## src/bp_pkg.sv

```systemverilog
`default_nettype none

package bp_pkg;

    localparam int addr_width = 30;
    localparam int idx_width = 6;
    localparam int hist_width = 8;
    localparam int ras_depth = 8;
    localparam int ras_ptr_width = $clog2(ras_depth);
    localparam int table_depth = 2 ** idx_width;

    // two-bit counter reset value
    localparam logic [1:0] ctr_weak_nt = 2'b01;

    typedef logic [addr_width-1:0] addr_t;
    typedef logic [idx_width-1:0] idx_t;
    typedef logic [hist_width-1:0] hist_t;
    typedef logic [ras_ptr_width-1:0] ras_ptr_t;
    typedef logic [ras_ptr_width:0] ras_cnt_t;

    typedef enum logic [2:0] {
        not_jump,
        direct_jump,
        jump,
        call,
        ret,
        indirect_jump,
        other_jump
    } kind_t;

    typedef struct packed {
        addr_t npc;
        kind_t kind;
        logic taken;
        hist_t bh;
        hist_t gh;
        logic choice_dir;
        logic choice_tgt;
    } prediction_t;

    // dir_correct bit 0 local, bit 1 global; tgt_correct bit 0 btb, bit 1 ras
    typedef struct packed {
        addr_t pc;
        addr_t npc;
        addr_t ret_pc;
        kind_t kind;
        logic taken;
        hist_t bh;
        hist_t gh;
        logic choice_dir_pdc;
        logic choice_tgt_pdc;
        logic [1:0] dir_correct;
        logic [1:0] tgt_correct;
        logic mis_taken;
        logic mis_kind;
        logic mis_npc;
    } resolve_t;

    function automatic idx_t hash_pc(addr_t a);
        return a[idx_width-1:0] ^ a[2*idx_width-1:idx_width];
    endfunction

    function automatic idx_t hash_pc_hist(idx_t idx, hist_t h);
        return idx ^ h[idx_width-1:0];
    endfunction

    function automatic logic is_cond(kind_t k);
        return (k == direct_jump) || (k == other_jump);
    endfunction

    // saturating two-bit step
    function automatic logic [1:0] ctr_step(logic [1:0] ctr, logic up);
        if (up) begin
            return (ctr == 2'b11) ? ctr : ctr + 2'd1;
        end
        return (ctr == 2'b00) ? ctr : ctr - 2'd1;
    endfunction

endpackage

`default_nettype wire

```

## src/global_history.sv

```systemverilog
`timescale 1ns/10ps
`default_nettype none

module global_history (
    input  wire logic          clk,
    input  wire logic          rstn,
    input  wire logic          stall,
    input  wire logic          jump_pdc,
    input  wire logic          taken_pdc,
    input  wire logic          update_en,
    input  wire logic          mis_taken,
    input  wire bp_pkg::hist_t gh_ex,
    input  wire logic          taken_real,
    output bp_pkg::hist_t      gh
);

    bp_pkg::hist_t gh_q;
    logic          restore;
    logic          spec_shift;

    assign restore = update_en && mis_taken;
    assign spec_shift = !stall && jump_pdc;

    // restore from the resolve snapshot wins over the speculative shift
    always_ff @(posedge clk) begin
        if (!rstn) begin
            gh_q <= '0;
        end else if (restore) begin
            gh_q <= {gh_ex[bp_pkg::hist_width-2:0], taken_real};
        end else if (spec_shift) begin
            gh_q <= {gh_q[bp_pkg::hist_width-2:0], taken_pdc};
        end
    end

    assign gh = gh_q;

endmodule

`default_nettype wire

```

## config.mk

```make
export PLATFORM = sky130hd
export DESIGN_NAME = global_history
export DESIGN_NICKNAME = d
export VERILOG_FILES = /design/src/bp_pkg.sv /design/src/global_history.sv
export SDC_FILE = /design/constraint.sdc
export NUM_CORES = 1
export LEC_CHECK = 0
export BUFFER_PORTS_ARGS = -buffer_cell sky130_fd_sc_hd__buf_2
export CORE_AREA = 2 2 39 41
export DETAILED_ROUTE_END_ITERATION = 10
export DIE_AREA = 0 0 41 43
export HOLD_SLACK_MARGIN = 0.12
export PLACE_DENSITY = 0.55
export SLEW_MARGIN = 20
export SYNTH_ARGS = -nofsm -noshare
export SYNTH_HDL_FRONTEND = slang
export SYNTH_SLANG_ARGS = --single-unit
```

## constraint.sdc

```tcl
create_clock -name clk -period 0.8 [get_ports clk]
set_input_delay 0.08 -clock clk [delete_from_list [all_inputs] [get_ports clk]]
set_output_delay 0.08 -clock clk [all_outputs]
set_load 0.01 [all_outputs]
```

==> results.toml <==
[die]
die-width_um = 41
pin_count = 24
design.core.area_mm2 = 0.00138
dieArea_mm2 = 0.00176
die_h_um = 43
num_rows = 14
initial_utilization = 0.252

[timing]
fmax_ghz = 1.28
drv_slew = 0
tightest_slew_ps = 300
fin_ws_ps = 19.8
setup_viol = 0
rsz0062_at_grt = "true"
period_minus_slack_ps = 780
hold_violations = 0
clock_skew_ps = 2.77
relSlewSlack = 0.800
final.period_utilization = 0.975

[detailed_routing]
drt-total-wl_um = 993
ant_nets = 0
drc_errors = 0
via_count = 436
viasPerCell = 4.74
dr.pass1.iters = 4
drt_iter0_markers = 10
routedWlPerCell_um = 10.8

[power]
p_sw_w = 0.000250
power.leakage_nw = 0.270
finalPower_w = 0.000987
ir_worst_vdd_v = 0.000625
p_int_w = 0.000736
combPwrFrac = 0.221
powerDensity_mw_per_mm2 = 1630
seqPwrFrac = 0.465
clock_power_share = 0.315
swShare = 0.254

[final_layout]
stdcell_count = 92
n_antenna_cell = 0
syn_to_final_growth_pct = 73.1
final_nets = 94
largest_reg_flops = 8
drive_above_1_share = 0.539
final_core_util = 0.437
fill_cells = 156

[critical_path]
reg2reg_depth = 3
slowest_delay_ps = 350
slowest_stage = "dfxtp_2"
worst_ep_arrival_time_ps = 700
cp_num_buf_inv = 1
endpoint_kind = "output port"
required_ps = 720
cp.depth = 1
setup.worst_path.start_class = "flop"
r2r_end = "gh[1]"
path_delay_family = "flip-flops"
crit_path_cell_trace = "buf_6"
critPathMaxFanout = 3
crit_type = "flop to output port"
timing.critical_path.from = "gh[6]"
reg2reg_slack_ps = 80
r2r-start = "gh[1]"

[yosys]
yosysMostFrequentCell = "nand2_1"
synth_top_cell_area_share = 0.459
synth_common_cells = "17 x nand2_1, 8 x a31oi_1, 8 x dfxtp_1, 8 x o21ai_0, 2 x buf_4"
syn_area_per_cell_um2 = 7.59
synth_seq_area_share = 0.459
synth_edf_count = 0
synthTopCellsByArea = "dfxtp_1 46%, nand2_1 18%, a31oi_1 14%, o21ai_0 11%, buf_4 4.3%"
ys_async_sr_fraction = 0
synth_flop_cell = "dfxtp_1"
syn_inst = 46
synth_top_cell_by_area = "dfxtp_1"
synth_seq_cells = 8
synth.distinct_cells = 8
syn_nets = 62
ys_warn_count = 0
syn_area_um2 = 349

[placed_design]
numPlacedInstances = 83
preCtsSetupSlack_ps = 15.8
port_buffers = 22
dp_hpwl_um = 663
place.gp.congestion = 0.671

[min_path]
hp-class = "primary input to flop"
holdPathStages = 3
hold_path_end = "gh[6]"
hp-start = "gh_ex[5]"

[clock_tree]
worstSkewPairLatency_ps = 250
cts_max_level = 1
clockBufferDepth = 2
numCtsBuffers = 3
root_buffer = "clkbuf_4"
clock_sinks = 8
tritoncts = "done"
path_clk_slew_ps = 60

[global_routing]
globalRouteOverflowTotal = 0
antenna_found_initial = 0
track_usage = 0.122
grt_pass1_wl_mm = 1.38
grt_max_degree = 11
grt_pass1_vias = 345

[run]
maxCapViolCount = 0

[run_status]
status = "complete, no violations"
## metal layers
layer  wire [µm]  track usage  up-vias
met5           0            0        -
met1         480        0.170      190
met3          83       0.0314        4
met2         397        0.141       22
li1            -            -      220
met4          31        0.120        0
## final cells by class
| cell class | count | area, µm² | share of cell area |
|---|---|---|---|
| Clock buffer | 3 | 22.5 | 0.0373 |
| Multi-Input combinational cell | 35 | 169 | 0.280 |
| Sequential cell | 8 | 170 | 0.282 |
| Tap cell | 16 | 20.0 | 0.0331 |
| Timing Repair Buffer | 30 | 223 | 0.369 |
## worst register-to-register path, cell delays in order (launching register included)
cell     delay [ps]
dfxtp_2         350
buf_4           100
nand2_1          40
a31oi_1         160
## metrics by stage
step	hold WS, ps	TNS (ps)	area, µm²
global route	124	-73.6	604
detailed placement	352	0	474
finish	127	0	604
floorplan	218	0	349
CTS	124	0	528
global placement	345	0	474
## power by group through the flow
stage	clock network (W)	logic, W	registers [W]
3_5_place_dp	0	0.000154	0.000457
2_1_floorplan	0	0.0000663	0.000469
5_1_grt	0.000358	0.000241	0.000462
4_1_cts	0.000324	0.000168	0.000454
3_3_place_gp	0	0.000154	0.000456
6_report	0.000310	0.000218	0.000459
## repair_timing
item,CTS,global route
hold buffers,1,0
resized for setup,9,7
endpoints found under the setup margin,7,8
endpoints found under the hold margin,1,0
setup buffers,0,5
## cell usage in the layout (no fill, tap or decap)
cell type      count
nand2b_1           1
dfxtp_2            8
buf_6              8
clkbuf_4           3
dlygate4sd3_1      1
a31oi_1            8
buf_4              7
o21ai_0            8
and2b_2            1
nand2_1           17
buf_2             14
## kinds of logic (layout without fill, tap and decap cells)
kind of cell / Yosys count / count (layout) / share of synthesized area
flops: 8 / 8 / 0.459
buf+inv: 3 / 33 / 0.0573
simple gates: 19 / 19 / 0.226
compound gates: 16 / 16 / 0.258
## how the worst max path moves through the flow
stage | endpoint | slack [ps]
after floorplan | gh[0] | 140
after global placement | gh[6] | 30
after detailed placement | gh[3] | 20
after CTS | gh[5] | 1
after global routing | gh[1] | -20
final | gh[6] | 20
Note: power is estimated with default switching activity, not from simulation.
