`config.mk`:
```
export PLATFORM = sky130hd
export DESIGN_NAME = local_history_table
export DESIGN_NICKNAME = d
export VERILOG_FILES = /design/src/bp_pkg.sv /design/src/local_history_table.sv
export SDC_FILE = /design/constraint.sdc
export NUM_CORES = 1
export LEC_CHECK = 0
export ABC_AREA = 1
export BUFFER_PORTS_ARGS = -buffer_cell sky130_fd_sc_hd__buf_2
export CAP_MARGIN = 20
export CORE_MARGIN = 4
export CORE_UTILIZATION = 59
export CTS_BUF_LIST = sky130_fd_sc_hd__clkbuf_4
export CTS_CLUSTER_SIZE = 24
export DETAILED_ROUTE_END_ITERATION = 16
export PLACE_DENSITY = 0.8
export REMOVE_ABC_BUFFERS = 1
export SYNTH_ARGS = -nofsm -noshare
export SYNTH_HDL_FRONTEND = slang
export SYNTH_SLANG_ARGS = --single-unit
export TNS_END_PERCENT = 10
```
`constraint.sdc`:
```
create_clock -name clk -period 1.45 [get_ports clk]
set_input_delay 0 -clock clk [delete_from_list [all_inputs] [get_ports clk]]
set_output_delay 0 -clock clk [all_outputs]
set_load 0.02 [all_outputs]
```
`src/bp_pkg.sv`:
```
`default_nettype none

package bp_pkg;

    localparam int addr_width = 30;
    localparam int idx_width = 6;
    localparam int hist_width = 8;
    localparam int ras_depth = 8;
    localparam int ras_ptr_width = $clog2(ras_depth);
    localparam int table_depth = 2 ** idx_width;

    // two-bit counter reset value
    localparam logic [1:0] ctr_weak_nt = 2'b01;

    typedef logic [addr_width-1:0] addr_t;
    typedef logic [idx_width-1:0] idx_t;
    typedef logic [hist_width-1:0] hist_t;
    typedef logic [ras_ptr_width-1:0] ras_ptr_t;
    typedef logic [ras_ptr_width:0] ras_cnt_t;

    typedef enum logic [2:0] {
        not_jump,
        direct_jump,
        jump,
        call,
        ret,
        indirect_jump,
        other_jump
    } kind_t;

    typedef struct packed {
        addr_t npc;
        kind_t kind;
        logic taken;
        hist_t bh;
        hist_t gh;
        logic choice_dir;
        logic choice_tgt;
    } prediction_t;

    // dir_correct bit 0 local, bit 1 global; tgt_correct bit 0 btb, bit 1 ras
    typedef struct packed {
        addr_t pc;
        addr_t npc;
        addr_t ret_pc;
        kind_t kind;
        logic taken;
        hist_t bh;
        hist_t gh;
        logic choice_dir_pdc;
        logic choice_tgt_pdc;
        logic [1:0] dir_correct;
        logic [1:0] tgt_correct;
        logic mis_taken;
        logic mis_kind;
        logic mis_npc;
    } resolve_t;

    function automatic idx_t hash_pc(addr_t a);
        return a[idx_width-1:0] ^ a[2*idx_width-1:idx_width];
    endfunction

    function automatic idx_t hash_pc_hist(idx_t idx, hist_t h);
        return idx ^ h[idx_width-1:0];
    endfunction

    function automatic logic is_cond(kind_t k);
        return (k == direct_jump) || (k == other_jump);
    endfunction

    // saturating two-bit step
    function automatic logic [1:0] ctr_step(logic [1:0] ctr, logic up);
        if (up) begin
            return (ctr == 2'b11) ? ctr : ctr + 2'd1;
        end
        return (ctr == 2'b00) ? ctr : ctr - 2'd1;
    endfunction

endpackage

`default_nettype wire

```
`src/local_history_table.sv`:
```
`timescale 1ns/10ps
`default_nettype none

module local_history_table (
    input  wire logic          clk,
    input  wire logic          rstn,
    input  wire bp_pkg::idx_t  rd_idx,
    output bp_pkg::hist_t      bh,
    input  wire logic          update_en,
    input  wire bp_pkg::idx_t  wr_idx,
    input  wire bp_pkg::hist_t bh_ex,
    input  wire logic          taken
);

    bp_pkg::hist_t bh_mem [bp_pkg::table_depth];

    assign bh = bh_mem[rd_idx];

    // new history built from the snapshot carried by the resolve
    always_ff @(posedge clk) begin
        if (!rstn) begin
            for (int i = 0; i < bp_pkg::table_depth; i++) begin
                bh_mem[i] <= '0;
            end
        end else if (update_en) begin
            bh_mem[wr_idx] <= {bh_ex[bp_pkg::hist_width-2:0], taken};
        end
    end

endmodule

`default_nettype wire

```
==> reports/results.txt <==
run status -> finished, violations left
failing checks -> setup timing
initial antenna violation count -> 1
multiplexer share of the synthesized area -> 0
Rel. slew slack -> 0.682
max FFs per register -> 512
GRT Residual Overflow -> 0
DP HPWL -> 42800 um
Slew Viols, Final -> 0
Die W -> 208 um
NumNets Final -> 2714
Post-Synth XOR/XNOR Area -> 0
H-Tree Depth -> 4
crit path to -> bh[3]
Std-Cell Rows -> 72
share of cells above drive strength 1 -> 0.237
final setup margin -> -761 ps
adder-cell area share of the yosys netlist -> 0
register area -> 15400 um^2
first-pass GRT wire length -> 106000 um
largest fanout on the critical path -> 1
Max Fclk -> 452 MHz
vias in the first global route -> 19500
clock edge transition at the registers on the reported setup and hold paths -> 80 ps
Pre-Repair DR Iteration Count -> 6
final hold violations -> 0
Syn Area/Cell -> 9.64 um^2
Via density -> 5.99
number of fill cells -> 2492
register area share after synthesis -> 0.652
crit end category -> output port
Max Used Layer -> met4
CTS tree -> yes
die area -> 43300 um^2
Detailed Route Iter0 Violations -> 2857
WL met3 -> 9510 um
kind of critical path -> flip-flop to output port
GP Congestion -> 0.964
Num CTS Buffers -> 131
Synth Area in Simple Gates -> 0.315
Period minus WS final -> 2210 ps
Vias -> 19800
Worst Path Arrival -> 2210 ps
final worst-path cycle share -> 1.52
CTS sink cnt -> 512
Routed Antenna Nets -> 0
CP startpoint kind -> flip-flop
WHS -> 78.2 ps
type of the tightest min-delay check -> input port to flip-flop
largest net degree at the start of global routing -> 65
compound-cell area share of the yosys netlist -> 0
largest registers -> bh_mem: 512 flops
synthesized area -> 23600 um^2
Tot GR Track Use -> 0.313
Leak -> 11.7 nW
worst vdd ir -> 0.574 mV
Top reg by flops -> bh_mem
top-level port count -> 32
IO Port Bufs -> 30
Die H -> 208 um
Yosys top cell by area -> edfxtp_1
Design Area, Final -> 28600 um^2
Clk Tree Root Cell -> clkbuf_4
largest cells by area after synthesis -> edfxtp_1, nand2_1, nand3_1
DR WL/cell -> 21.0 um
Slew @ Worst Pin -> 474 ps
CP required -> 1450 ps
placed cell area -> 26100 um^2
Worst Setup SP -> bh_mem[10][3]
cell area power density -> 1150 nW/um^2
Max-Cap Viols -> 0
Core Area -> 39100 um^2
Synth-to-Final Area Change -> 21.2%
Yosys Warn Count -> 0
Mapped Cells -> 2448
Initial Util -> 0.604
endpoints failing setup -> 8
main combinational cell family by area after synthesis -> simple AND/OR/NAND/NOR gates
top-area cell type share of the netlist area -> 0.652
drt drc -> 0
DR WL met2 -> 32300 um
Max Root-Sink Buffers -> 3
multi-input logic area -> 8000 um^2
WL met1 -> 23700 um
Distinct cells, synth -> 19
RSZ-0062 raised after global routing -> true
WL final -> 69100 um
post-synthesis sequential element count -> 512
timing repair:
action / in CTS / in global routing
setup endpoints to repair: 8 / 34
gates resized for setup: 126 / 32
setup buffers: 0 / 0
hold buffers: 25 / 1
hold endpoints to repair: 691 / 4
pin swaps: 77 / 12
layer usage:
metal,up-vias,track usage
met5,-,0
met4,0,0.161
met3,287,0.0892
met2,1508,0.492
met1,9171,0.403
li1,8785,-
synth_stat cells, drive strengths merged:
cell type  instances
nand2            774
nor2             517
edfxtp           512
nand3            434
clkbuf            95
buf               75
inv               21
nor3               8
nor4               8
nand4              4
critical path: stages (launching register included):
cell and delay (ps):
edfxtp_1 370, nand2_1 110, nand3_1 150, nand3_1 140
nand2_2 90, nand2_2 70, nand3_2 80, nand3_2 110
nand2_2 90, buf_6 140
worst min path at each step:
stage	slack (ps)	cells after the start	endpoint	startpoint
after floorplan	190	2	bh[1]	rd_idx[5]
after global placement	450	3	bh_mem[21][1]	bh_ex[0]
after detailed placement	470	3	bh_mem[11][1]	bh_ex[0]
after CTS	30	7	bh_mem[11][7]	update_en
after global routing	80	8	bh_mem[10][0]	wr_idx[4]
final	80	8	bh_mem[10][3]	wr_idx[4]
power by group:
part           total, mW  internal (mW)  switching (mW)
clock network       12.1           6.17            5.91
logic               3.65           1.20            2.44
registers           17.3           17.0           0.257
total               33.0           24.4            8.61
placed cells by master, fill, tap and decap left out:
master          count
nand3_1           343
buf_2              23
nand3_4             3
buf_12             61
nor2_1            514
dlymetal6s4s_1      3
nor4_4              8
clkbuf_4          176
nor3_2              2
nand2_1           682
bufinv_16           3
edfxtp_1          512
nor3_4              1
inv_6               1
inv_1               4
nand2_2            90
nor3_1              5
clkinv_2            4
inv_2              22
nand2_4             2
buf_4             162
clkinv_1           33
nor2_2              3
dlygate4sd3_1      20
nand4_1             4
nand3_2            88
diode_2             1
buf_6              10
clkinvlp_4          1
metrics by stage:
stage	total power [mW]	instances	worst slack, ps	TNS [ps]	util
6_report	33.0	3299	-761	-5580	0.731
5_1_grt	34.1	3299	-793	-6140	0.731
4_1_cts	32.8	3297	-667	-5710	0.729
3_5_place_dp	20.8	3049	-176	-11230	0.668
3_3_place_gp	20.7	3049	-131	-5310	0.668
2_1_floorplan	19.1	2278	-2820	-31210	-
logic make-up after synthesis:
kind of cell | count (synthesis)
buf+inv | 191
flops | 512
simple gates | 1745
final cells by class:
class / count / share of cell area
well taps: 518 / 0.0227
multi-input cells: 1745 / 0.280
inverters: 21 / 0.00298
clock buffers: 176 / 0.0462
flip-flops and latches: 512 / 0.538
clock inverters: 47 / 0.00919
diodes: 1 / 0.0000875
repair buffers: 279 / 0.102
Note: power is estimated with default switching activity, not from simulation.
