**src/bp_pkg.sv**
```systemverilog
`default_nettype none

package bp_pkg;

    localparam int addr_width = 30;
    localparam int idx_width = 6;
    localparam int hist_width = 8;
    localparam int ras_depth = 8;
    localparam int ras_ptr_width = $clog2(ras_depth);
    localparam int table_depth = 2 ** idx_width;

    // two-bit counter reset value
    localparam logic [1:0] ctr_weak_nt = 2'b01;

    typedef logic [addr_width-1:0] addr_t;
    typedef logic [idx_width-1:0] idx_t;
    typedef logic [hist_width-1:0] hist_t;
    typedef logic [ras_ptr_width-1:0] ras_ptr_t;
    typedef logic [ras_ptr_width:0] ras_cnt_t;

    typedef enum logic [2:0] {
        not_jump,
        direct_jump,
        jump,
        call,
        ret,
        indirect_jump,
        other_jump
    } kind_t;

    typedef struct packed {
        addr_t npc;
        kind_t kind;
        logic taken;
        hist_t bh;
        hist_t gh;
        logic choice_dir;
        logic choice_tgt;
    } prediction_t;

    // dir_correct bit 0 local, bit 1 global; tgt_correct bit 0 btb, bit 1 ras
    typedef struct packed {
        addr_t pc;
        addr_t npc;
        addr_t ret_pc;
        kind_t kind;
        logic taken;
        hist_t bh;
        hist_t gh;
        logic choice_dir_pdc;
        logic choice_tgt_pdc;
        logic [1:0] dir_correct;
        logic [1:0] tgt_correct;
        logic mis_taken;
        logic mis_kind;
        logic mis_npc;
    } resolve_t;

    function automatic idx_t hash_pc(addr_t a);
        return a[idx_width-1:0] ^ a[2*idx_width-1:idx_width];
    endfunction

    function automatic idx_t hash_pc_hist(idx_t idx, hist_t h);
        return idx ^ h[idx_width-1:0];
    endfunction

    function automatic logic is_cond(kind_t k);
        return (k == direct_jump) || (k == other_jump);
    endfunction

    // saturating two-bit step
    function automatic logic [1:0] ctr_step(logic [1:0] ctr, logic up);
        if (up) begin
            return (ctr == 2'b11) ? ctr : ctr + 2'd1;
        end
        return (ctr == 2'b00) ? ctr : ctr - 2'd1;
    endfunction

endpackage

`default_nettype wire

```
**src/target_predictor.sv**
```systemverilog
`timescale 1ns/10ps
`default_nettype none

module target_predictor (
    input  wire logic             clk,
    input  wire logic             rstn,
    input  wire bp_pkg::addr_t    pc,
    input  wire bp_pkg::kind_t    kind,
    input  wire logic             taken,
    output bp_pkg::addr_t         npc,
    output logic                  choice_tgt,
    input  wire logic             update_en,
    input  wire bp_pkg::resolve_t res
);

    bp_pkg::addr_t btb_tgt [bp_pkg::table_depth];
    logic          btb_valid [bp_pkg::table_depth];
    logic [1:0]    chooser [bp_pkg::table_depth];
    bp_pkg::addr_t ras_mem [bp_pkg::ras_depth];

    // wr_ptr is the next free slot, the top sits just below it
    bp_pkg::ras_ptr_t wr_ptr;
    bp_pkg::ras_cnt_t ras_cnt;
    bp_pkg::ras_ptr_t top_ptr;
    bp_pkg::addr_t    ras_top;
    logic             ras_empty;
    logic             ras_full;

    bp_pkg::idx_t pc_idx;
    bp_pkg::idx_t res_idx;
    bp_pkg::addr_t seq_pc;
    logic          use_ras;
    logic          do_push;
    logic          do_pop;

    assign pc_idx = bp_pkg::hash_pc(pc);
    assign res_idx = bp_pkg::hash_pc(res.pc);
    assign seq_pc = pc + bp_pkg::addr_t'(1);

    assign top_ptr = wr_ptr - bp_pkg::ras_ptr_t'(1);
    assign ras_top = ras_mem[top_ptr];
    assign ras_empty = (ras_cnt == '0);
    assign ras_full = (ras_cnt == bp_pkg::ras_cnt_t'(bp_pkg::ras_depth));

    // chooser msb set prefers the return stack
    assign choice_tgt = chooser[pc_idx][1];
    assign use_ras = (kind == bp_pkg::ret) && choice_tgt && !ras_empty;

    always_comb begin
        if (use_ras) begin
            npc = ras_top;
        end else if (taken && btb_valid[pc_idx]) begin
            npc = btb_tgt[pc_idx];
        end else begin
            npc = seq_pc;
        end
    end

    assign do_push = update_en && (res.kind == bp_pkg::call);
    assign do_pop = update_en && (res.kind == bp_pkg::ret) && !ras_empty;

    // full stack wraps over the oldest entry
    always_ff @(posedge clk) begin
        if (!rstn) begin
            wr_ptr <= '0;
            ras_cnt <= '0;
        end else if (do_push) begin
            wr_ptr <= wr_ptr + bp_pkg::ras_ptr_t'(1);
            if (!ras_full) begin
                ras_cnt <= ras_cnt + bp_pkg::ras_cnt_t'(1);
            end
        end else if (do_pop) begin
            wr_ptr <= top_ptr;
            ras_cnt <= ras_cnt - bp_pkg::ras_cnt_t'(1);
        end
    end

    always_ff @(posedge clk) begin
        if (do_push) begin
            ras_mem[wr_ptr] <= res.ret_pc;
        end
        if (update_en && res.taken) begin
            btb_tgt[res_idx] <= res.npc;
        end
    end

    always_ff @(posedge clk) begin
        if (!rstn) begin
            for (int i = 0; i < bp_pkg::table_depth; i++) begin
                btb_valid[i] <= 1'b0;
                chooser[i] <= bp_pkg::ctr_weak_nt;
            end
        end else if (update_en) begin
            if (res.taken) begin
                btb_valid[res_idx] <= 1'b1;
            end
            if (res.kind == bp_pkg::ret) begin
                if (res.tgt_correct == 2'b10) begin
                    chooser[res_idx] <= bp_pkg::ctr_step(chooser[res_idx], 1'b1);
                end else if (res.tgt_correct == 2'b01) begin
                    chooser[res_idx] <= bp_pkg::ctr_step(chooser[res_idx], 1'b0);
                end
            end
        end
    end

endmodule

`default_nettype wire

```
**config.mk**
```make
export PLATFORM = sky130hd
export DESIGN_NAME = target_predictor
export DESIGN_NICKNAME = d
export VERILOG_FILES = /design/src/bp_pkg.sv /design/src/target_predictor.sv
export SDC_FILE = /design/constraint.sdc
export NUM_CORES = 2
export LEC_CHECK = 0
export BUFFER_PORTS_ARGS = -buffer_cell sky130_fd_sc_hd__buf_4
export CAP_MARGIN = 40
export CORE_MARGIN = 8
export CORE_UTILIZATION = 65
export CTS_CLUSTER_DIAMETER = 120
export CTS_CLUSTER_SIZE = 14
export DETAILED_ROUTE_END_ITERATION = 8
export HOLD_SLACK_MARGIN = 0.08
export PLACE_DENSITY = 0.81
export SLEW_MARGIN = 5
export SYNTH_ARGS = -nofsm -noshare
export SYNTH_HDL_FRONTEND = slang
export SYNTH_SLANG_ARGS = --single-unit
```
**constraint.sdc**
```tcl
create_clock -name clk -period 10.28 [get_ports clk]
set_input_delay 0.514 -clock clk [delete_from_list [all_inputs] [get_ports clk]]
set_output_delay 0.514 -clock clk [all_outputs]
set_load 0.05 [all_outputs]
```
==> flow_results.xml <==
<?xml version="1.0" encoding="UTF-8"?>
<metrics>
  <group name="placement">
    <metric name="portBuffers" unit="">145</metric>
    <metric name="preCtsSetupSlack" unit="ns">4.31</metric>
    <metric name="post-place-cells" unit="">6183</metric>
    <metric name="globalplace.congestion" unit="">0.889</metric>
    <metric name="hpwlAfterDp" unit="um">130000</metric>
  </group>
  <group name="min_path">
    <metric name="worst_hold_path_type" unit="">in2reg</metric>
    <metric name="hold-path-cell-count" unit="">1</metric>
  </group>
  <group name="worst_setup_path">
    <metric name="crit_path_max_incr_delay" unit="ns">0.80</metric>
    <metric name="cp_cell_sequence" unit="">buf_4 -&gt; xnor2_4 -&gt; buf_4 -&gt; buf_4 -&gt; mux4_2 -&gt; mux2i_1 -&gt; o21ai_0 -&gt; a211oi_1 -&gt; nor2_2 -&gt; buf_4 -&gt; nor2_1 -&gt; buf_4 -&gt; a221oi_1 -&gt; buf_4</metric>
    <metric name="timing.reg2reg.worst_path_depth" unit="">7</metric>
    <metric name="highest_delay_cell_along_the_critical_path" unit="">a211oi_1</metric>
    <metric name="cell_repeated_most_along_the_worst_path" unit="">buf_4</metric>
    <metric name="crit_fanout" unit="">26</metric>
    <metric name="timing.setup.critical_path_class" unit="">in2out</metric>
    <metric name="endpoint_kind" unit="">output port</metric>
    <metric name="timing.critical_path.arrival" unit="ns">5.50</metric>
    <metric name="critical_path_required" unit="ns">9.77</metric>
    <metric name="critPathLaunchType" unit="">input pin</metric>
  </group>
  <group name="clock_tree">
    <metric name="cts_buffer_depth" unit="">3</metric>
    <metric name="tritoncts_clock_tree" unit="">done</metric>
    <metric name="cts.clk_slew.worst_paths" unit="ns">0.07</metric>
    <metric name="root_buffer" unit="">clkbuf_16</metric>
    <metric name="cts_inserted_buffers" unit="">186</metric>
    <metric name="cts-resized-gates" unit="">0</metric>
    <metric name="clock_latency_at_the_later_pin_of_the_worst_skew_pair" unit="ns">0.83</metric>
    <metric name="htreeDepth" unit="">4</metric>
    <metric name="clock-sinks" unit="">2359</metric>
  </group>
  <group name="synth">
    <metric name="synth_net_count" unit="">4422</metric>
    <metric name="yosysSeqAreaShare" unit="">0.758</metric>
    <metric name="syn-instance-count" unit="">4260</metric>
    <metric name="yosysWarnings" unit="">0</metric>
    <metric name="mappedNetlistArea" unit="mm^2">0.0925</metric>
    <metric name="most_used_flip_flop_cell_after_synthesis" unit="">edfxtp_1</metric>
    <metric name="synth.ff_latch_count" unit="">2359</metric>
    <metric name="post_synth.cell_area_avg" unit="um^2">21.7</metric>
    <metric name="ys_async_sr_fraction" unit="">0</metric>
    <metric name="post_synth_num_cell_types" unit="">59</metric>
    <metric name="number_of_synthesized_flops_with_an_enable_pin" unit="">2288</metric>
  </group>
  <group name="drt">
    <metric name="routed_wirelength" unit="um">254000</metric>
    <metric name="post-route-drc-count" unit="">0</metric>
    <metric name="drt_pass1_iterations" unit="">9</metric>
    <metric name="detailroute.via_count" unit="">48452</metric>
    <metric name="drt.antenna.violating_nets" unit="">1</metric>
    <metric name="drt-vias-per-instance" unit="">7.47</metric>
    <metric name="drt-wirelength-per-cell" unit="um">39.2</metric>
    <metric name="drt_iter0_markers" unit="">8534</metric>
  </group>
  <group name="pwr">
    <metric name="power.share.switching" unit="">0.232</metric>
    <metric name="p_per_area" unit="mW/mm^2">187</metric>
    <metric name="power.share.sequential" unit="">0.555</metric>
    <metric name="total_leakage_power" unit="nW">31.5</metric>
    <metric name="ir_worst_vdd" unit="V">0.000201</metric>
    <metric name="cell_internal_pwr" unit="mW">14.7</metric>
    <metric name="pwr-share-comb" unit="">0.101</metric>
    <metric name="net-switching-power" unit="mW">4.45</metric>
    <metric name="total_power" unit="mW">19.2</metric>
    <metric name="part_of_the_total_power_dissipated_in_the_clock_network" unit="">0.344</metric>
  </group>
  <group name="die">
    <metric name="chipWidth" unit="um">393</metric>
    <metric name="dieArea" unit="mm^2">0.155</metric>
    <metric name="ios" unit="">187</metric>
    <metric name="row_count" unit="">138</metric>
    <metric name="core_area" unit="mm^2">0.141</metric>
    <metric name="floorplan.die.height" unit="um">393</metric>
    <metric name="initial_utilization" unit="">0.654</metric>
  </group>
  <group name="sta">
    <metric name="timing_worst_slew_pin_value" unit="ns">1.00</metric>
    <metric name="final-setup-viol-count" unit="">0</metric>
    <metric name="timing.max_slew.rel_slack" unit="">0.326</metric>
    <metric name="grt_setup_unrepaired" unit="">false</metric>
    <metric name="hold_violations" unit="">0</metric>
    <metric name="timing.final.max_slew_violations" unit="">0</metric>
    <metric name="setup_total_negative_slack" unit="ns">0</metric>
    <metric name="timing.fmax" unit="GHz">0.166</metric>
    <metric name="period_share" unit="">0.585</metric>
    <metric name="final.setup_skew" unit="ns">0.0172</metric>
    <metric name="final.min_clock_period" unit="ns">6.01</metric>
    <metric name="postLayoutSetupSlackWorst" unit="ns">4.27</metric>
  </group>
  <group name="cells_and_area">
    <metric name="nNetsFinal" unit="">4677</metric>
    <metric name="layout-area-overhead-vs-synth" unit="%">10.6</metric>
    <metric name="final_cell_count_no_fill" unit="">6490</metric>
    <metric name="drive_above_1_share" unit="">0.282</metric>
    <metric name="finish.utilization" unit="">0.724</metric>
  </group>
  <group name="global_routing">
    <metric name="grt-busiest-layer" unit="">met2</metric>
    <metric name="grtUsageMet3" unit="">0.0882</metric>
    <metric name="grt_pass1_vias" unit="">49858</metric>
    <metric name="global_route_wire_length_before_repair" unit="um">359000</metric>
    <metric name="track_usage" unit="">0.331</metric>
    <metric name="globalRouteOverflowTotal" unit="">0</metric>
    <metric name="number_of_antenna_violations_at_the_first_check_in_global_routing" unit="">17</metric>
    <metric name="grt_start_max_net_pins" unit="">131</metric>
    <metric name="grtUsageMet1" unit="">0.428</metric>
    <metric name="use_met2" unit="">0.529</metric>
  </group>
  <group name="job">
    <metric name="max-cap-violations" unit="">0</metric>
  </group>
  <group name="status">
    <metric name="outcome" unit="">finished, violations left</metric>
    <metric name="violations" unit="">antenna rules</metric>
  </group>
</metrics>
[worst max-delay path, delay by kind of cell]
kind	cells	cell delay (ns)
AND/OR/NAND/NOR	2	0.47
AO/OA/AOI/OAI	3	1.30
buffers and inverters	6	2.03
multiplexers	2	0.83
XOR/XNOR	1	0.28
[sequential cells by signal (all words and copies together), names as in the netlist]
register / flops
chooser: 128
ras_mem: 240
ras_cnt: 4
btb_valid: 64
btb_tgt: 1920
wr_ptr: 3
[path summary, 6_finish.rpt]
kind                                     start         endpoint  slack, ns
worst min register to register   btb_valid[58]    btb_valid[58]       0.46
worst min-delay path                   res[70]  btb_tgt[12][11]       0.23
worst max register to register  chooser[35][1]    chooser[4][1]       7.01
worst max-delay path                     pc[6]           npc[0]       4.27
[power groups by stage]
stage / sequential (mW) / combinational, mW / clock (mW)
final: 10.6 / 1.94 / 6.59
after floorplan: 10.8 / 1.14 / 0
after global placement: 10.8 / 1.78 / 0
after global routing: 10.6 / 1.99 / 6.91
after CTS: 10.6 / 1.90 / 6.61
after detailed placement: 10.8 / 1.84 / 0
[synth_stat cells (all sizes together), types with 34 or more instances]
cell | number | share of area
mux4 | 694 | 0.17
nand2 | 140 | 0.0057
nor3 | 83 | 0.0045
edfxtp | 2288 | 0.74
o22ai | 60 | 0.0041
clkbuf | 149 | 0.0060
o21ai | 70 | 0.0038
buf | 118 | 0.0067
o21a | 64 | 0.0052
dfxtp | 71 | 0.015
mux2i | 59 | 0.0064
xnor2 | 34 | 0.0033
nor2 | 160 | 0.0065
nand3 | 53 | 0.0029
[kinds of logic (layout without fill, tap and decap cells)]
logic type | count (synthesis) | count (layout) | synth area share
AOI/OAI and AO/OA | 286 | 286 | 0.0209
xor gates and xnor gates | 59 | 59 | 0.00575
adders and majority gates | 8 | 8 | 0.00111
buffers and inverters | 273 | 599 | 0.0130
DFF | 2359 | 2359 | 0.758
muxes | 755 | 755 | 0.176
other | 0 | 14 | 0
and+or+nand+nor | 520 | 520 | 0.0255
[placed cells by master (no fill, tap or decap), drive strengths merged, types with 64 or more instances in the layout]
cell    count
nor3       83
buf       302
o21ai      70
nor2      160
dfxtp      71
clkbuf    253
o21a       64
nand2     140
mux4      694
edfxtp   2288
[through the flow]
stage               cell area, um^2  hold WS, ns
finish                       102000        0.235
global route                 102000        0.218
CTS                          102000        0.182
detailed placement            96800        0.450
global placement              96600        0.441
floorplan                     92500        0.435
[what timing repair did]
item | in CTS | in global routing
endpoints found under the setup margin | 0 | 0
hold buffers | 30 | 0
setup buffers | 0 | 0
hold endpoints to repair | 240 | 0
[routing by layer]
metal	share of wire	vias to the layer above
li1	-	18398
met1	0.32	24627
met2	0.48	4474
met3	0.14	943
met4	0.058	10
met5	0.00026	-
[final cells by class]
| class | count | area, um^2 |
|---|---|---|
| clock inverters | 8 | 96.3 |
| clock buffers | 251 | 5000 |
| flip-flops and latches | 2359 | 70100 |
| multi-input cells | 1628 | 21900 |
| fillers | 7323 | 39100 |
| diodes | 14 | 35.0 |
| well taps | 1890 | 2360 |
| inverters | 6 | 22.5 |
| repair buffers | 334 | 2820 |
No activity file was read; power rests on OpenSTA's default activity.
