$ cat config.mk
export PLATFORM = sky130hd
export DESIGN_NAME = kind_table
export DESIGN_NICKNAME = d
export VERILOG_FILES = /design/src/bp_pkg.sv /design/src/kind_table.sv
export SDC_FILE = /design/constraint.sdc
export NUM_CORES = 1
export LEC_CHECK = 0
export BUFFER_PORTS_ARGS = -buffer_cell sky130_fd_sc_hd__buf_2
export CORE_UTILIZATION = 40
export CTS_BUF_LIST = sky130_fd_sc_hd__clkbuf_8 sky130_fd_sc_hd__clkbuf_16
export DETAILED_ROUTE_END_ITERATION = 10
export GPL_ROUTABILITY_DRIVEN = 0
export PLACE_DENSITY = 0.54
export SLEW_MARGIN = 0
export SYNTH_ARGS = -nofsm -noshare
export SYNTH_HDL_FRONTEND = slang
export SYNTH_SLANG_ARGS = --single-unit
$ cat constraint.sdc
create_clock -name clk -period 2.3 [get_ports clk]
set_input_delay 0.23 -clock clk [delete_from_list [all_inputs] [get_ports clk]]
set_output_delay 0.23 -clock clk [all_outputs]
set_load 0.01 [all_outputs]
$ cat src/bp_pkg.sv
`default_nettype none

package bp_pkg;

    localparam int addr_width = 30;
    localparam int idx_width = 6;
    localparam int hist_width = 8;
    localparam int ras_depth = 8;
    localparam int ras_ptr_width = $clog2(ras_depth);
    localparam int table_depth = 2 ** idx_width;

    // two-bit counter reset value
    localparam logic [1:0] ctr_weak_nt = 2'b01;

    typedef logic [addr_width-1:0] addr_t;
    typedef logic [idx_width-1:0] idx_t;
    typedef logic [hist_width-1:0] hist_t;
    typedef logic [ras_ptr_width-1:0] ras_ptr_t;
    typedef logic [ras_ptr_width:0] ras_cnt_t;

    typedef enum logic [2:0] {
        not_jump,
        direct_jump,
        jump,
        call,
        ret,
        indirect_jump,
        other_jump
    } kind_t;

    typedef struct packed {
        addr_t npc;
        kind_t kind;
        logic taken;
        hist_t bh;
        hist_t gh;
        logic choice_dir;
        logic choice_tgt;
    } prediction_t;

    // dir_correct bit 0 local, bit 1 global; tgt_correct bit 0 btb, bit 1 ras
    typedef struct packed {
        addr_t pc;
        addr_t npc;
        addr_t ret_pc;
        kind_t kind;
        logic taken;
        hist_t bh;
        hist_t gh;
        logic choice_dir_pdc;
        logic choice_tgt_pdc;
        logic [1:0] dir_correct;
        logic [1:0] tgt_correct;
        logic mis_taken;
        logic mis_kind;
        logic mis_npc;
    } resolve_t;

    function automatic idx_t hash_pc(addr_t a);
        return a[idx_width-1:0] ^ a[2*idx_width-1:idx_width];
    endfunction

    function automatic idx_t hash_pc_hist(idx_t idx, hist_t h);
        return idx ^ h[idx_width-1:0];
    endfunction

    function automatic logic is_cond(kind_t k);
        return (k == direct_jump) || (k == other_jump);
    endfunction

    // saturating two-bit step
    function automatic logic [1:0] ctr_step(logic [1:0] ctr, logic up);
        if (up) begin
            return (ctr == 2'b11) ? ctr : ctr + 2'd1;
        end
        return (ctr == 2'b00) ? ctr : ctr - 2'd1;
    endfunction

endpackage

`default_nettype wire

$ cat src/kind_table.sv
`timescale 1ns/10ps
`default_nettype none

module kind_table (
    input  wire logic          clk,
    input  wire logic          rstn,
    input  wire bp_pkg::idx_t  rd_idx,
    output bp_pkg::kind_t      kind,
    input  wire logic          update_en,
    input  wire bp_pkg::idx_t  wr_idx,
    input  wire bp_pkg::kind_t wr_kind
);

    logic [2:0] kind_mem [bp_pkg::table_depth];
    logic [2:0] kind_raw;

    assign kind_raw = kind_mem[rd_idx];

    // unused codes fall back to not_jump
    always_comb begin
        if (kind_raw > 3'(bp_pkg::other_jump)) begin
            kind = bp_pkg::not_jump;
        end else begin
            kind = bp_pkg::kind_t'(kind_raw);
        end
    end

    always_ff @(posedge clk) begin
        if (!rstn) begin
            for (int i = 0; i < bp_pkg::table_depth; i++) begin
                kind_mem[i] <= 3'(bp_pkg::not_jump);
            end
        end else if (update_en) begin
            kind_mem[wr_idx] <= wr_kind;
        end
    end

endmodule

`default_nettype wire

==> summary.txt, run 1 <==
Finish
  • Area grow syn2layout: 14.2%
  • Most frequent cells in the layout: 192 x edfxtp_1, 176 x nor2_1, 114 x nand2_1, 37 x buf_4, 36 x mux4_2
  • Multi-input gate area: 3030 um^2
  • Biggest register: kind_mem
  • Final nets: 755
  • Reg area: 5770 um^2
  • Largest register FFs: 192
  • Fillers: 1952
  • Top flop regs: kind_mem: 192 flops
  • Commonest non-fill, non-tap cell in the layout: edfxtp_1
  • Fraction of layout cells with a size suffix above 1: 20.3%
  • N_diodes: 0
  • Finished Layout Cells: 1030

Synth
  • Ys Warns: 0
  • Yosys reg bits: 192
  • EDFF count, synth: 192
  • Syn nets: 721
  • Synth async-reset ratio: 0%
  • Mapped Cells: 703
  • Synth Flop Type: edfxtp_1
  • Syn Area/Cell: 12.9 um^2
  • Share of the yosys chip area belonging to registers: 63.6%
  • Post-synthesis cell type count: 43
  • Cell area after synthesis: 9060 um^2

Floorplanning
  • Core area: 22000 um^2
  • Die X: 153 um
  • Die Ht: 153 um
  • # rows: 54
  • Starting Density: 41.2%
  • Ports: 21
  • Die area: 23300 um^2

GRT
  • Largest net degree at the start of global routing: 64
  • GR Overflow Total: 0
  • Gr usage total: 20.2%
  • Initial antenna violation count: 0
  • Vias in the first global route: 5828
  • Global-route wire length before repair: 34400 um

Detailed routing
  • Antenna viol nets, final: 0
  • Iter 0 DRT Violations: 548
  • Met2 routed WL: 11200 um
  • Met3 wire length: 1400 um
  • M1 wire length: 9650 um
  • Via count: 5778
  • DRC: 1
  • DRT Pass-1 Iters: 8
  • DR WL/cell: 22.0 um
  • Top Metal Used: met4
  • Post-Route WL: 22700 um
  • Vias per cell: 5.61

Power
  • Int Pwr: 5.95 mW
  • Part of the power in combinational logic: 9.3%
  • Sw power: 1.82 mW
  • Lkg Pwr: 3.70 nW
  • Sw frac: 23.4%
  • Sequential power share: 52.7%
  • Cell Pwr Density: 750 nW/um^2
  • VDD IR max: 0.429 mV
  • Clock Power Share: 38.1%

STA
  • Final Worst Setup Slack: -0.396 ns
  • Setup Viol. Count Final: 3
  • RSZ-0062 raised after global routing: yes
  • Fin crit share: 117%
  • Max Fclk: 371 MHz
  • Slew Viols, Final: 0
  • Final Hold Fails: 0
  • Final min period: 2.70 ns
  • Worst rel slew slack: 56.6%
  • Slew @ Worst Pin: 0.648 ns
  • Setup TNS: -1.03 ns

Setup path
  • Critical path required time: 2.07 ns
  • Max stage delay cell, worst path: mux4_2
  • Crit-path cells: mux4_2, a22oi_2, and3_4, nor3_2, a311o_1, a21oi_2, buf_2
  • Critical Path AT: 2.47 ns
  • Startpoint class of the critical path: flip-flop
  • Critical Path Fanout Max: 2
  • Crit path largest cell delay: 0.50 ns
  • Setup crit end kind: output pin
  • CP Buf/Inv Count: 1
  • CP delay by family, top: compound AO/OA/AOI/OAI gates
  • Crit Path Category: flip-flop to output pin

Worst hold path
  • Hold Crit Class: input pin to flip-flop

Place
  • Placed insts: 998
  • Port bufs: 20
  • DP Wirelength: 15000 um

CTS
  • # H-tree levels: 4
  • Worst-path clk slew: 0.07 ns
  • Clock tree sinks: 192
  • Root Driver: clkbuf_16
  • CTS tree: done
  • Hold Buf Count CTS: 0
  • Num CTS Buffers: 17
  • Clock Path Buffers: 2

Run status
  • Failing checks: DRC, setup timing
  • Status: complete, but fails checks

Job
  • Max_cap viols: 0
-- through the flow --
step	instance area (um^2)	hold slack, ns	power (mW)	util [%]	setup WS (ns)
floorplan	9060	0.428	4.58	-	0.227
global placement	9730	0.572	4.86	44.2	-0.210
detailed placement	9730	0.574	4.88	44.2	-0.186
CTS	10300	0.126	7.81	46.9	-0.400
global route	10300	0.137	8.00	47.0	-0.472
finish	10300	0.128	7.76	47.0	-0.396
-- timing repair --
| action | 4_1_cts | 5_1_grt |
|---|---|---|
| setup buffers | 0 | 0 |
| pin swaps | 4 | 3 |
| gates resized for setup | 10 | 2 |
| endpoints found under the setup margin | 3 | 3 |
-- cells in the mapped netlist, drive strengths merged, types with 4 or more instances --
cell type,n,area share (%)
nand2b,5,0.35
nor3,29,1.6
nor2b,6,0.41
nor2,176,7.3
and2,4,0.28
nor4,6,0.41
nand2,114,4.7
nand3,7,0.39
nor3b,5,0.41
mux2,4,0.50
edfxtp,192,64
o21ai,7,0.39
mux2i,8,0.88
a21oi,6,0.37
clkbuf,36,1.5
inv,4,0.17
buf,17,1.6
mux4,48,13
-- cell type report --
type,instances,area share [%]
repair buffers,68,5.78
well taps,280,3.39
clock inverters,15,1.55
inverters,4,0.145
multi-input cells,454,29.3
clock buffers,17,4.11
flip-flops and latches,192,55.7
-- logic make-up (layout without fill, tap and decap cells) --
family,Yosys count,count (layout),share of synthesized area [%]
compound gates,34,34,2.64
simple gates,360,360,16.6
mux,60,60,13.9
flops,192,192,63.6
buf+inv,57,104,3.27
-- metal layers --
metal / global-route usage, % / up-vias
met5: 0 / -
met2: 33.4 / 188
met4: 6.20 / 0
met1: 27.1 / 2912
met3: 3.81 / 26
li1: - / 2652
-- power groups by stage --
stage / sequential (mW) / clock, mW / combinational [mW]
6_report: 4.09 / 2.95 / 0.720
5_1_grt: 4.10 / 3.12 / 0.771
4_1_cts: 4.09 / 3.00 / 0.722
3_5_place_dp: 4.17 / 0 / 0.707
3_3_place_gp: 4.16 / 0 / 0.696
2_1_floorplan: 4.12 / 0 / 0.461
-- worst paths after layout --
path	startpoint	end	slack, ns	cells after the start
hold / removal	wr_kind[2]	kind_mem[8][2]$_SDFFCE_PN0P_	0.13	2
setup / recovery	kind_mem[3][0]$_SDFFCE_PN0P_	kind[2]	-0.40	7
No activity file was read; power rests on OpenSTA's default activity.
==> run 2, diff against run 1 <==
--- a/config.mk
+++ b/config.mk
@@ -11,6 +11,7 @@
 export DETAILED_ROUTE_END_ITERATION = 10
 export GPL_ROUTABILITY_DRIVEN = 0
 export PLACE_DENSITY = 0.54
+export SETUP_SLACK_MARGIN = 0.4
 export SLEW_MARGIN = 0
 export SYNTH_ARGS = -nofsm -noshare
 export SYNTH_HDL_FRONTEND = slang
==> summary.txt, run 2 (synthesis results as in run 1) <==
Job
  • Max_cap viols: 0 (unchanged)

Worst hold path
  • Hold path startpoint: wr_kind[1]
  • Hold Crit Class: input pin to flip-flop
  • Hold Path Depth: 2 (unchanged)
  • WHS Endpoint: kind_mem[8][1]$_SDFFCE_PN0P_

Run status
  • Status: complete, but fails checks
  • Failing checks: DRC, setup timing

Detailed routing
  • DR WL/cell: 22.2 um (+0.77%)
  • DRC: 3 (+2)
  • Post-Route WL: 22700 um (about the same)
  • Iter 0 DRT Violations: 553 (+0.91%)
  • Antenna viol nets, final: 0 (unchanged)
  • Vias per cell: 5.58 (-0.47%)
  • DRT Pass-1 Iters: 8 (unchanged)
  • Via count: 5712 (-1.1%)

Finish
  • Largest register FFs: 192 (unchanged)
  • Commonest non-fill, non-tap cell in the layout: edfxtp_1
  • Core Util, Final: 46.8% (-0.17 points)
  • Fraction of layout cells with a size suffix above 1: 19.9% (-0.35 points)
  • Most frequent cells in the layout: 192 x edfxtp_1, 176 x nor2_1, 114 x nand2_1, 40 x mux4_2, 31 x buf_4
  • Area grow syn2layout: 13.7%
  • Biggest register: kind_mem
  • Fillers: 1949 (-0.15%)
  • Top flop regs: kind_mem: 192 flops
  • N_diodes: 0 (unchanged)
  • Final nets: 748 (-0.93%)

STA
  • Max Fclk: 375 MHz (+1.2%)
  • Final Worst Setup Slack: -0.365 ns (+0.0313 ns)
  • Final Hold Fails: 0 (unchanged)
  • Final min period: 2.67 ns (-0.0313 ns)
  • Setup Viol. Count Final: 3 (unchanged)
  • Slew Viols, Final: 0 (unchanged)
  • Slew @ Worst Pin: 0.850 ns (+0.202 ns)
  • RSZ-0062 raised after global routing: yes
  • Fin crit share: 116% (-1.4 points)
  • Worst rel slew slack: 43.3% (-13 points)

Floorplanning
  • Ports: 21 (unchanged)
  • Die Ht: 153 um (unchanged)
  • # rows: 54 (unchanged)
  • Starting Density: 41.2% (unchanged)
  • Core area: 22000 um^2 (unchanged)
  • Die area: 23300 um^2 (unchanged)
  • Die X: 153 um (unchanged)

Power
  • Sw frac: 22.6% (-0.84 points)
  • Total power: 7.93 mW (+2.2%)
  • VDD IR max: 0.430 mV (about the same)
  • Sequential power share: 51.6% (-1.1 points)
  • Sw power: 1.79 mW (-1.5%)
  • Cell Pwr Density: 769 nW/um^2 (+2.5%)
  • Int Pwr: 6.14 mW (+3.3%)
  • Lkg Pwr: 3.68 nW (-0.50%)
  • Clock Power Share: 39.4% (+1.3 points)
  • Part of the power in combinational logic: 9.0% (-0.3 points)

CTS
  • Post-CTS Setup Repair Bufs: 0 (unchanged)
  • Clock tree sinks: 192 (unchanged)
  • Clock Path Buffers: 2 (unchanged)
  • Root Driver: clkbuf_16
  • Worst-path clk slew: 0.07 ns (about the same)
  • # H-tree levels: 4 (unchanged)
  • CTS tree: done
  • Num CTS Buffers: 17 (unchanged)

Setup path
  • Crit Path Category: flip-flop to output pin
  • Startpoint class of the critical path: flip-flop
  • Setup crit end kind: output pin
  • Critical Path Fanout Max: 2 (unchanged)
  • Critical path required time: 2.07 ns (about the same)
  • Critical Path AT: 2.44 ns (-0.03 ns)

GRT
  • Global-route wire length before repair: 35000 um (+1.8%)
  • GR Overflow Total: 0 (unchanged)
  • Gr usage total: 20.5% (+0.26 points)
  • Initial antenna violation count: 1 (+1)
  • Vias in the first global route: 5800 (-0.48%)
  • Largest net degree at the start of global routing: 64 (unchanged)

Place
  • Port bufs: 20 (unchanged)
  • DP Wirelength: 14700 um (-1.8%)
==> run 2: cell types whose count changed in the layout (fill, tap and decap cells not counted), moves of 3 or more <==
cell and delta:
inv_1 +3, mux4_1 -4, mux4_2 +4, buf_4 -6
==> run 2: worst max-delay path: stages (launching register included) <==
cell	delay, ns
edfxtp_1	0.38
mux4_2	0.48
mux2_4	0.30
o22ai_2	0.15
nor3_2	0.07
a311o_1	0.36
a21oi_2	0.13
buf_2	0.14
==> run 2: what timing repair did <==
action | in CTS | in global routing
hold buffers | 0 | 0
endpoints found under the setup margin | 3 | 3
endpoints found under the hold margin | 0 | 0
resized for setup | 5 | 6
pin swaps | 3 | 2
==> run 2: metrics by stage <==
step | setup slack [ns] | hold slack [ns] | setup TNS [ns] | instances | area, um^2
floorplan | 0.299 | 0.428 | 0 | 703 | 9080
global placement | -0.185 | 0.541 | -0.490 | 991 | 9660
detailed placement | -0.143 | 0.544 | -0.404 | 991 | 9660
CTS | -0.396 | 0.0915 | -1.06 | 1023 | 10300
global route | -0.479 | 0.112 | -1.30 | 1023 | 10300
finish | -0.365 | 0.110 | -0.984 | 1023 | 10300
==> run 2: worst max path at each step <==
stage	slack, ns	depth (start not counted)	end	from
global placement	-0.18	9	kind[0]	rd_idx[0]
detailed placement	-0.14	9	kind[0]	rd_idx[0]
floorplan	0.30	8	kind[2]	rd_idx[0]
CTS	-0.40	7	kind[2]	kind_mem[17][0]$_SDFFCE_PN0P_
finish	-0.37	7	kind[2]	kind_mem[16][0]$_SDFFCE_PN0P_
global route	-0.48	7	kind[2]	kind_mem[17][0]$_SDFFCE_PN0P_
==> run 2: power groups by stage <==
stage,combinational [mW],clock [mW],sequential [mW]
after floorplan,0.469,0,4.12
after global placement,0.685,0,4.17
after detailed placement,0.699,0,4.17
after CTS,0.708,3.16,4.09
after global routing,0.766,3.29,4.10
final,0.714,3.13,4.09
==> run 2: layout make-up <==
cell class	count	area (um^2)	area share, %
clock inverters	15	193	1.87
flip-flops and latches	192	5770	55.9
well taps	280	350	3.40
repair buffers	61	533	5.17
inverters	4	15.0	0.146
clock buffers	17	425	4.13
multi-input cells	454	3030	29.4
==> run 2: per-layer routing <==
| metal | track usage, % | up-vias | routed length, um |
|---|---|---|---|
| met3 | 3.50 | 28 | 1200 |
| met1 | 27.7 | 2870 | 10000 |
| met4 | 6.83 | 2 | 407 |
| met5 | 0 | - | 11 |
| li1 | - | 2636 | - |
| met2 | 33.6 | 176 | 11000 |
